===== config.mk =====
export PLATFORM = sky130hd
export DESIGN_NAME = kbc_top
export DESIGN_NICKNAME = d
export VERILOG_FILES = /design/src/kbc_pkg.sv /design/src/kbc_rx_fifo.sv /design/src/kbc_host_engine.sv /design/src/kbc_top.sv
export VERILOG_INCLUDE_DIRS = /design/src
export SDC_FILE = /design/constraint.sdc
export NUM_CORES = 1
export LEC_CHECK = 0
export BUFFER_PORTS_ARGS = -buffer_cell sky130_fd_sc_hd__buf_2
export CORE_AREA = 3 3 142 144
export CTS_CLUSTER_SIZE = 20
export DETAILED_ROUTE_END_ITERATION = 10
export DIE_AREA = 0 0 145 147
export PLACE_DENSITY_LB_ADDON = 0.12
export SYNTH_ARGS = -nofsm -noshare
export SYNTH_HDL_FRONTEND = slang
export SYNTH_SLANG_ARGS = --single-unit

===== constraint.sdc =====
create_clock -name clk -period 4.8 [get_ports clk]
set_input_delay 0.96 -clock clk [delete_from_list [all_inputs] [get_ports clk]]
set_output_delay 0.96 -clock clk [all_outputs]
set_load 0.01 [all_outputs]

===== src/kbc_cfg.svh =====
// ==========================================================
// Build-time defaults for the keyboard controller
// FIFO depth must be at least 1; reset values follow 8042 usage
// ==========================================================
`ifndef KBC_CFG_SVH
`define KBC_CFG_SVH

// Receive FIFO entries between the keyboard model and the output buffer
`define KBC_FIFO_DEPTH 16

// Configuration byte after reset
// IRQ enable, SYS flag and translation set; keyboard enabled
`define KBC_CONFIG_RESET 8'h47

// Output port after reset
// Bit 0 is the CPU reset line (inactive high), bit 1 is A20
`define KBC_OUTPORT_RESET 8'h03

`endif


===== src/kbc_pkg.sv =====
// ==========================================================
// Shared types and encodings of the 8042-style controller
// Offsets are relative to the controller's I/O window
// ==========================================================
package kbc_pkg;

    typedef logic [7:0] kbc_byte_t;  // Any byte on host or keyboard paths
    typedef logic [2:0] kbc_addr_t;  // I/O offset inside the window

    // Port offsets (60h and 64h on a PC)
    localparam kbc_addr_t PORT_DATA = 3'd0;
    localparam kbc_addr_t PORT_CTRL = 3'd4;

    // Controller commands written to PORT_CTRL
    localparam kbc_byte_t CMD_READ_CONFIG  = 8'h20;
    localparam kbc_byte_t CMD_WRITE_CONFIG = 8'h60;
    localparam kbc_byte_t CMD_SELF_TEST    = 8'hAA;
    localparam kbc_byte_t CMD_TEST_KB      = 8'hAB;
    localparam kbc_byte_t CMD_DISABLE_KB   = 8'hAD;
    localparam kbc_byte_t CMD_ENABLE_KB    = 8'hAE;
    localparam kbc_byte_t CMD_READ_OUTPUT  = 8'hD0;
    localparam kbc_byte_t CMD_WRITE_OUTPUT = 8'hD1;

    // Fixed command responses
    localparam kbc_byte_t RESP_SELF_TEST_OK = 8'h55;
    localparam kbc_byte_t RESP_KB_TEST_OK   = 8'h00;

    // Status register bits
    localparam int unsigned ST_OBF = 0;  // Output buffer full
    localparam int unsigned ST_IBF = 1;  // Input buffer full
    localparam int unsigned ST_SYS = 2;  // Copy of the config SYS flag
    localparam int unsigned ST_CMD = 3;  // Parameter byte awaited

    // Configuration byte bits
    localparam int unsigned CFG_IRQ_EN = 0;
    localparam int unsigned CFG_SYS    = 2;
    localparam int unsigned CFG_KB_DIS = 4;

    // Which parameter the next data-port write carries
    typedef enum logic [1:0] {
        PH_IDLE,
        PH_WAIT_CONFIG,
        PH_WAIT_OUTPUT
    } kbc_phase_t;

endpackage


===== src/kbc_rx_fifo.sv =====
// ==========================================================
// Receive FIFO for keyboard bytes, any DEPTH of 1 or more
// A push into a full FIFO is lost unless a pop happens too
// pop_data shows the head entry; it is stale while empty
// ==========================================================
`timescale 1ns/1ps

module kbc_rx_fifo #(
    parameter int unsigned DEPTH = 4
) (
    input  logic               clk,
    input  logic               rst_n,
    input  logic               push,
    input  kbc_pkg::kbc_byte_t push_data,
    input  logic               pop,
    output kbc_pkg::kbc_byte_t pop_data,
    output logic               empty
);
    import kbc_pkg::*;

    localparam int unsigned PTR_W = (DEPTH > 1) ? $clog2(DEPTH) : 1;
    localparam int unsigned CNT_W = $clog2(DEPTH + 1);

    kbc_byte_t        mem [DEPTH];
    logic [PTR_W-1:0] wr_ptr;
    logic [PTR_W-1:0] rd_ptr;
    logic [CNT_W-1:0] count;
    logic             full;
    logic             do_push;
    logic             do_pop;

    assign empty    = (count == '0);
    assign full     = (count == CNT_W'(DEPTH));
    assign do_pop   = pop && !empty;
    assign do_push  = push && (!full || do_pop);  // Slot freed by the pop is reused
    assign pop_data = mem[rd_ptr];

    always_ff @(posedge clk) begin
        if (do_push) begin
            mem[wr_ptr] <= push_data;
        end
    end

    always_ff @(posedge clk or negedge rst_n) begin
        if (!rst_n) begin
            wr_ptr <= '0;
            rd_ptr <= '0;
            count  <= '0;
        end else begin
            if (do_push) begin
                wr_ptr <= (wr_ptr == PTR_W'(DEPTH - 1)) ? '0 : wr_ptr + 1'b1;
            end
            if (do_pop) begin
                rd_ptr <= (rd_ptr == PTR_W'(DEPTH - 1)) ? '0 : rd_ptr + 1'b1;
            end

            case ({do_push, do_pop})
                2'b10:   count <= count + 1'b1;
                2'b01:   count <= count - 1'b1;
                default: count <= count;  // Idle, or push and pop together
            endcase
        end
    end

endmodule


===== src/kbc_host_engine.sv =====
// ==========================================================
// Host side of the controller: port decode, commands, status
// Host accesses are single-cycle strobes with no wait states
// A response overwrites an unread keyboard byte in the buffer
// ==========================================================
`timescale 1ns/1ps
`include "kbc_cfg.svh"

module kbc_host_engine (
    input  logic               clk,
    input  logic               rst_n,
    input  kbc_pkg::kbc_addr_t io_address,
    input  logic               io_read,
    input  logic               io_write,
    input  kbc_pkg::kbc_byte_t io_writedata,
    output kbc_pkg::kbc_byte_t io_readdata,
    output logic               irq_keyb,
    input  kbc_pkg::kbc_byte_t fifo_data,
    input  logic               fifo_empty,
    output logic               fifo_pop,
    output logic               kb_data_rd,
    output kbc_pkg::kbc_byte_t kb_cmd_out,
    output logic               kb_cmd_valid,
    output kbc_pkg::kbc_byte_t status_reg
);
    import kbc_pkg::*;

    kbc_byte_t  config_byte;
    kbc_byte_t  output_port;
    kbc_byte_t  output_buffer;
    logic       output_buffer_full;
    kbc_phase_t phase;

    logic       cmd_write;   // Controller command this cycle
    logic       data_write;  // Data-port write this cycle
    logic       data_read;   // Host consumes the output buffer
    logic       resp_valid;  // Command loads a response
    kbc_byte_t  resp_data;

    assign cmd_write  = io_write && (io_address == PORT_CTRL);
    assign data_write = io_write && (io_address == PORT_DATA);
    assign data_read  = io_read && (io_address == PORT_DATA);

    // Responses for the commands that return a byte
    always_comb begin
        resp_valid = 1'b0;
        resp_data  = RESP_KB_TEST_OK;
        if (cmd_write) begin
            case (io_writedata)
                CMD_READ_CONFIG: begin
                    resp_valid = 1'b1;
                    resp_data  = config_byte;
                end
                CMD_TEST_KB: begin
                    resp_valid = 1'b1;
                    resp_data  = RESP_KB_TEST_OK;
                end
                CMD_SELF_TEST: begin
                    resp_valid = 1'b1;
                    resp_data  = RESP_SELF_TEST_OK;
                end
                CMD_READ_OUTPUT: begin
                    resp_valid = 1'b1;
                    resp_data  = output_port;
                end
                default: begin
                    resp_valid = 1'b0;
                end
            endcase
        end
    end

    // Keyboard byte moves only into an empty buffer, and never past a response
    assign fifo_pop = !output_buffer_full && !fifo_empty &&
                      !config_byte[CFG_KB_DIS] && !resp_valid;

    always_comb begin
        status_reg         = '0;
        status_reg[ST_OBF] = output_buffer_full;
        status_reg[ST_IBF] = 1'b0;  // Writes are taken in the same cycle
        status_reg[ST_SYS] = config_byte[CFG_SYS];
        status_reg[ST_CMD] = (phase != PH_IDLE);
    end

    always_comb begin
        case (io_address)
            PORT_DATA: io_readdata = output_buffer;
            PORT_CTRL: io_readdata = status_reg;
            default:   io_readdata = 8'hFF;  // Unmapped offsets float high
        endcase
    end

    // Buffer contents and keyboard command byte
    always_ff @(posedge clk) begin
        if (resp_valid) begin
            output_buffer <= resp_data;
        end else if (fifo_pop) begin
            output_buffer <= fifo_data;
        end
        if (data_write && phase == PH_IDLE) begin
            kb_cmd_out <= io_writedata;
        end
    end

    always_ff @(posedge clk or negedge rst_n) begin
        if (!rst_n) begin
            config_byte        <= `KBC_CONFIG_RESET;
            output_port        <= `KBC_OUTPORT_RESET;
            output_buffer_full <= 1'b0;
            phase              <= PH_IDLE;
            irq_keyb           <= 1'b0;
            kb_data_rd         <= 1'b0;
            kb_cmd_valid       <= 1'b0;
        end else begin
            kb_data_rd   <= fifo_pop;  // Acknowledge to the keyboard model
            kb_cmd_valid <= data_write && (phase == PH_IDLE);

            // Later assignments win: a load on the same edge beats the read
            if (data_read) begin
                output_buffer_full <= 1'b0;
                irq_keyb           <= 1'b0;
            end
            if (fifo_pop) begin
                output_buffer_full <= 1'b1;
                irq_keyb           <= config_byte[CFG_IRQ_EN];
            end
            if (resp_valid) begin
                output_buffer_full <= 1'b1;
                irq_keyb           <= 1'b0;  // Responses are polled
            end

            if (cmd_write) begin
                phase <= PH_IDLE;  // A new command drops a pending parameter
                case (io_writedata)
                    CMD_WRITE_CONFIG: phase <= PH_WAIT_CONFIG;
                    CMD_WRITE_OUTPUT: phase <= PH_WAIT_OUTPUT;
                    CMD_DISABLE_KB:   config_byte[CFG_KB_DIS] <= 1'b1;
                    CMD_ENABLE_KB:    config_byte[CFG_KB_DIS] <= 1'b0;
                    default: begin
                        // Reads and tests only load a response
                    end
                endcase
            end else if (data_write) begin
                case (phase)
                    PH_WAIT_CONFIG: config_byte <= io_writedata;
                    PH_WAIT_OUTPUT: output_port <= io_writedata;
                    default: begin
                        // Byte went to the keyboard instead
                    end
                endcase
                phase <= PH_IDLE;
            end
        end
    end

endmodule


===== src/kbc_top.sv =====
// ==========================================================
// Keyboard controller top: receive FIFO plus host engine
// Keyboard side uses plain strobes; no PS/2 line timing
// ==========================================================
`timescale 1ns/1ps
`include "kbc_cfg.svh"

module kbc_top (
    input  logic               clk,
    input  logic               rst_n,

    // Host I/O window
    input  kbc_pkg::kbc_addr_t io_address,
    input  logic               io_read,
    input  logic               io_write,
    input  kbc_pkg::kbc_byte_t io_writedata,
    output kbc_pkg::kbc_byte_t io_readdata,
    output logic               irq_keyb,

    // Keyboard model
    input  kbc_pkg::kbc_byte_t kb_data_in,
    input  logic               kb_data_valid,
    output logic               kb_data_rd,
    output kbc_pkg::kbc_byte_t kb_cmd_out,
    output logic               kb_cmd_valid,

    output kbc_pkg::kbc_byte_t status_reg
);
    import kbc_pkg::*;

    kbc_byte_t fifo_data;
    logic      fifo_empty;
    logic      fifo_pop;

    kbc_rx_fifo #(
        .DEPTH (`KBC_FIFO_DEPTH)
    ) u_rx_fifo (
        .clk       (clk),
        .rst_n     (rst_n),
        .push      (kb_data_valid),
        .push_data (kb_data_in),
        .pop       (fifo_pop),
        .pop_data  (fifo_data),
        .empty     (fifo_empty)
    );

    kbc_host_engine u_engine (
        .clk          (clk),
        .rst_n        (rst_n),
        .io_address   (io_address),
        .io_read      (io_read),
        .io_write     (io_write),
        .io_writedata (io_writedata),
        .io_readdata  (io_readdata),
        .irq_keyb     (irq_keyb),
        .fifo_data    (fifo_data),
        .fifo_empty   (fifo_empty),
        .fifo_pop     (fifo_pop),
        .kb_data_rd   (kb_data_rd),
        .kb_cmd_out   (kb_cmd_out),
        .kb_cmd_valid (kb_cmd_valid),
        .status_reg   (status_reg)
    );

endmodule


Yosys cells after proc, flatten, opt, wreduce, memory -nomap -nowiden
Memories as Yosys holds them, arrays and structs flattened. Index checks and enable logic that the tools add are counted.

Add/subtract/negate cells: 4. Equality and inequality tests: 17. Muxes and demuxes: 24. Bitwise logic cells: 1. Reduce and logical (&&, ||, !) cells: 28.

Operators with widths (number): == test 8 bit (second input constant) (6); two-way mux 8 bit (3); case mux 8 bit (3 select lines) (1); case mux 8 bit (2 select lines) (1); two-way mux 1 bit (10); two-way mux 5 bit (2); case mux 5 bit (2 select lines) (1); nonzero test 2 bit (5); logical AND 1 bit (9); AND reduction 3 bit (3); adder 4 x 1 -> 4 bit (second input constant) (2); == test 4 bit (second input constant) (2); == test 8 x 6 -> 1 bit (second input constant) (1); == test 8 x 7 -> 1 bit (second input constant) (1); two-way mux 4 bit (2); adder 5 x 1 -> 5 bit (second input constant) (1); == test 5 bit (second input constant) (1); zero test 1 bit (5); zero test 5 bit (1); subtractor 5 x 1 -> 5 bit (second input constant) (1); == test 2 x 1 -> 1 bit (second input constant) (2); == test 2 bit (second input constant) (2); two-way mux 2 bit (2); case mux 2 bit (2 select lines) (1); other kinds (9) (9).

Register bits: 51. Bits in writable memories: 128. Output and inout port bits: 27. Memories: 1.

Memories: u_rx_fifo.mem (depth 16, width 8, rd ports 1, clocked after Yosys merged registers in 0, wr ports 1, line kbc_rx_fifo.sv:24) `kbc_byte_t mem [DEPTH];`.

Longest topological paths before layout
Depth in word-level cells: 11. Gate-level depth with buffers: 11. Mapped depth without buffers: 11.

Modules after synthesis
From an unflattened synthesis, not the netlist that was laid out.

Cell total of the unflattened synthesis: 463. Area total of the unflattened synthesis: 7641.1 um^2.

Modules (own cells, without submodules): kbc_rx_fifo (times used 1, cells an instance 323, area an instance 5815.6 um^2, seq. area each 4169.0 um^2); kbc_host_engine (times used 1, cells an instance 140, area an instance 1825.5 um^2, seq. area each 1038.5 um^2).

Least setup slack after synthesis
OpenSTA, ideal clock, no wires.

Kind: input to register. Start point: input io_writedata[7]. End point: register u_rx_fifo.count[4]. Library setup time: 87 ps. Data arrival time: 3096 ps. Path slack: 1617 ps. Cell stages on the path: 10. Path buffers: 0. Path through: and4b_1 o211a_1 nor3_2 nand2b_1 fa_1 nand2b_1 a21oi_1 nor2_1 mux2_2 a22oi_1.

Longest elaborated chain between the ends: 11. Elaborated cells between the ends (all ways): 16. Classes of those cells: eq/ne: 6; mux: 3; reduce/logical: 7.

Ends and longest elaborated chain: from (decl) (line kbc_top.sv:16) `input kbc_pkg::kbc_byte_t io_writedata,`; == test 8 x 6 -> 1 bit or == test 8 bit (tied branches) (line kbc_host_engine.sv:49) `case (io_writedata)`; OR reduction 4 bit (no source line) (*); two-way mux 1 bit (*) (line kbc_host_engine.sv:49); two-way mux 1 bit (*) (line kbc_host_engine.sv:48) `if (cmd_write) begin`; zero test 1 bit (*) (line kbc_host_engine.sv:75) `!config_byte[CFG_KB_DIS] && !resp_valid;`; logical AND 1 bit (*) (line kbc_host_engine.sv:75); logical AND 1 bit (*) (line kbc_rx_fifo.sv:34) `assign do_pop = pop && !empty;`; logical OR 1 bit (line kbc_rx_fifo.sv:35) `assign do_push = push && (!full || do_pop);`; logical AND 1 bit (line kbc_rx_fifo.sv:35); == test 2 x 1 -> 1 bit or == test 2 bit (tied branches) (line kbc_rx_fifo.sv:57) `case ({do_push, do_pop})`; case mux 5 bit (2 select lines) or nonzero test 2 bit (tied branches); to (signal assigned) (line kbc_rx_fifo.sv:58) `2'b10: count <= count + 1'b1;`; to (signal assigned) (line kbc_rx_fifo.sv:59) `2'b01: count <= count - 1'b1;`; to (signal assigned) (line kbc_rx_fifo.sv:60) `default: count <= count;`; to (decl) (line kbc_rx_fifo.sv:27) `logic [CNT_W-1:0] count;`.

Mark *: on every way between the ends. The rest lies on a longest branch, timed or not. A chain may end at the register's enable or synchronous reset.

Worst setup path in the final report
Start point: input io_address[2]. End point: register u_rx_fifo.count[4].

Longest elaborated chain between the ends: 10. Elaborated cells between the ends (all ways): 12. Classes of those cells: eq/ne: 3; mux: 2; reduce/logical: 7.

Ends and longest elaborated chain: from (decl) (line kbc_top.sv:13) `input kbc_pkg::kbc_addr_t io_address,`; == test 3 bit (*) (line kbc_host_engine.sv:40) `assign cmd_write = io_write && (io_address == PORT_CTRL);`; logical AND 1 bit (*) (line kbc_host_engine.sv:40); two-way mux 1 bit (*) (line kbc_host_engine.sv:48); zero test 1 bit (*) (line kbc_host_engine.sv:75); logical AND 1 bit (*) (line kbc_host_engine.sv:75); logical AND 1 bit (*) (line kbc_rx_fifo.sv:34); logical OR 1 bit (line kbc_rx_fifo.sv:35); logical AND 1 bit (line kbc_rx_fifo.sv:35); == test 2 x 1 -> 1 bit or == test 2 bit (tied branches) (line kbc_rx_fifo.sv:57); case mux 5 bit (2 select lines) or nonzero test 2 bit (tied branches).

Marks and branches as above.

==> impl_metrics.ini <==
[route]
drc = 0
routed_via_density = 5.310
final_antenna_net_count = 0
drt_pass1_iterations = 4
dr.first_iter.drc_count = 236
finalWirelength_um = 16270
wl_per_cell_um = 21.29
routed-via-count = 4057

[clocking]
clk_latency_ns = 0.42
clock-root-buffer = clkbuf_16
numCtsBuffers = 17
post_cts_buffers = 0
cts_hold_buf = 0
ctsResizeCount = 0
clockBufferDepth = 2
cts_tree = built
cts.sinks = 179
clk_pin_slew_ns = 0.06
ctsHtreeMaxLevel = 4

[setup_path]
cp.required_ns = 5.14
cp-start-kind = input pin
end_kind = register
critical_path_class = input pin to register
arrival_ns = 3.63
path_max_fanout = 15

[power]
ir_drop_mv = 0.2686
power.density_mw_per_mm2 = 522.4
swShare_pct = 29.92
p_leak_nw = 3.093
power_frac_comb_pct = 25.7
seqPwrFrac_pct = 45.7
p_int_w = 0.003130
power.switching_w = 0.001337
p_clk_share_pct = 28.6

[die]
dieArea_mm2 = 0.02132
io_pins = 51
die_w_um = 145
die_h_um = 147
start_util_pct = 39.93
core_area_mm2 = 0.01883
rows = 50

[timing]
setup_viol_count_final = 0
hold_viol = 0
worst_pin_slew_ns = 1.191
fin_crit_sh_pct = 68.66
whs_ns = 0.5138
rsz0062_at_grt = false
drv_slew = 0
fin_crit_ns = 3.296
slew_headroom_pct = 19.97
tns_ns = 0
finClkSkew_ns = 0.008502
fmax_ghz = 0.3034

[grt]
track_usage_pct = 15.78
grt_pass1_wl_um = 25360
grt_pass1_vias = 4260
grt_max_degree = 36
antenna_found_initial = 0
grt_overflow = 0

[hold_path]
hold_path.class = register to register

[flow_run]
drv_cap = 0

[yosys]
synthesis.area_per_instance_um2 = 17.01
yosys-top-cells-count = edfxtp_1 (144), mux4_2 (32), dfrtp_1 (29)
yosysTopAreaCell = edfxtp_1
async_flop_share_pct = 19.55
netlist_area_mm2 = 0.007518
synthCells = 442
synth_top_flop_cell = edfxtp_1
synth_top_area_share_pct = 57.51
synth_cell_types = 58
ys_seq_area_share_pct = 69.26
synth_area_leaders = edfxtp_1 (58%), dfrtp_1 (9.7%), mux4_2 (9.6%), mux2_2 (3.0%), dfstp_2 (2.1%)
synth.most_common_cell = edfxtp_1
yosysWarnings = 0
ys_ff_latch = 179
synth_edf_count = 144

[placed_design]
dp_hpwl_um = 10840
port_buffers = 45
gp_congestion = 0.8135
post_dp_cell_area_mm2 = 0.008008

[layout]
nFillCells = 1662
final_nets = 524
syn_to_final_growth_pct = 13.73
drive_gt1_share_pct = 29.37
diodes = 0
fin_area_mm2 = 0.008551

[run_status]
outcome = complete, no violations
[flip-flops by register name, indices dropped and copies added, names as in the netlist]
name / cells
u_engine.output_buffer: 8
u_engine.kb_data_rd: 1
u_engine.irq_keyb: 1
u_rx_fifo.count: 5
u_engine.output_port: 8
u_engine.output_buffer_full: 1
u_rx_fifo.mem: 128
u_engine.kb_cmd_valid: 1
u_rx_fifo.rd_ptr: 4
u_engine.phase: 2
u_engine.kb_cmd_out: 8
u_rx_fifo.wr_ptr: 4
u_engine.config_byte: 8
[power by group through the flow]
stage	Sequential, W	Clock, W	Combinational (W)
after global routing	0.00207	0.00138	0.00127
after CTS	0.00205	0.00131	0.00118
after floorplan	0.00199	0	0.000888
after detailed placement	0.00208	0	0.00118
final	0.00204	0.00128	0.00115
after global placement	0.00207	0	0.00116
[worst max-delay path, cell delays in order]
cell and delay [ns]:
buf_2 0.27, nor4bb_1 0.45, and4_4 0.35, nor3_2 0.05
buf_4 0.19, nand2b_1 0.13, inv_1 0.10, ha_1 0.34
nand2b_1 0.07, a21oi_1 0.20, nor2_1 0.08, mux2_2 0.26
a22oi_1 0.17
[layer usage]
layer  GRT usage [%]  up-vias  share of wire (%)
li1                -     1847                  -
met1           21.60     2111                 45
met2           25.61       84                 50
met3           3.208       15                4.6
met4           5.083        0                1.1
met5               0        -                  0
[final cells by class]
cell class / instances / area, µm² / area share, %
clock buffers: 18 / 429.2 / 5.019
clock inverters: 14 / 113.9 / 1.332
inverters: 10 / 37.54 / 0.4390
multi-input cells: 231 / 2158 / 25.24
flip-flops and latches: 179 / 5209 / 60.92
well taps: 260 / 325.3 / 3.805
repair buffers: 52 / 277.8 / 3.248
[through the flow]
| stage | utilization [%] | power, W | instances | worst slack [ns] |
|---|---|---|---|---|
| global placement | 42.52 | 0.003237 | 732 | 1.163 |
| finish | 45.41 | 0.004467 | 764 | 1.504 |
| global route | 45.41 | 0.004719 | 764 | 1.316 |
| CTS | 45.41 | 0.004537 | 764 | 1.512 |
| detailed placement | 42.52 | 0.003255 | 732 | 1.074 |
| floorplan | - | 0.002876 | 446 | 1.617 |
[cell usage in the layout (no fill, tap or decap), types with 12 or more instances in the layout]
cell type	n
clkbuf_16	17
mux4_2	32
mux2_2	20
nand2_1	23
buf_2	45
nor2_1	14
dfrtp_1	28
o21ai_0	12
edfxtp_1	144
a221oi_1	12
[cell families (layout without fill, tap and decap cells)]
family / after synthesis / in the layout / synth area share (%)
xor gates and xnor gates: 6 / 6 / 0.6989
buffers and inverters: 36 / 94 / 2.230
AOI/OAI and AO/OA: 65 / 65 / 6.324
adders and majority gates: 9 / 9 / 1.598
other: 1 / 5 / 0.04988
muxes: 57 / 57 / 13.25
DFF: 179 / 179 / 69.26
and+or+nand+nor: 89 / 89 / 6.590
[path summary, 6_finish.rpt]
path	start	cells past startpoint	end	slack [ns]
setup / recovery	io_address[2]	13	u_rx_fifo.count[4]$_DFFE_PN0P_	1.50
setup reg to reg	u_rx_fifo.count[1]$_DFFE_PN0P_	12	u_rx_fifo.count[4]$_DFFE_PN0P_	1.83
hold reg to reg	u_engine.config_byte[3]$_DFFE_PN0P_	1	u_engine.config_byte[3]$_DFFE_PN0P_	0.51
hold / removal	u_engine.config_byte[3]$_DFFE_PN0P_	1	u_engine.config_byte[3]$_DFFE_PN0P_	0.51
min in group asynchronous	rst_n	1	u_rx_fifo.count[1]$_DFFE_PN0P_	0.63
max in group asynchronous	rst_n	1	u_rx_fifo.rd_ptr[0]$_DFFE_PN0N_	3.59
Note: power is estimated with default switching activity, not from simulation.
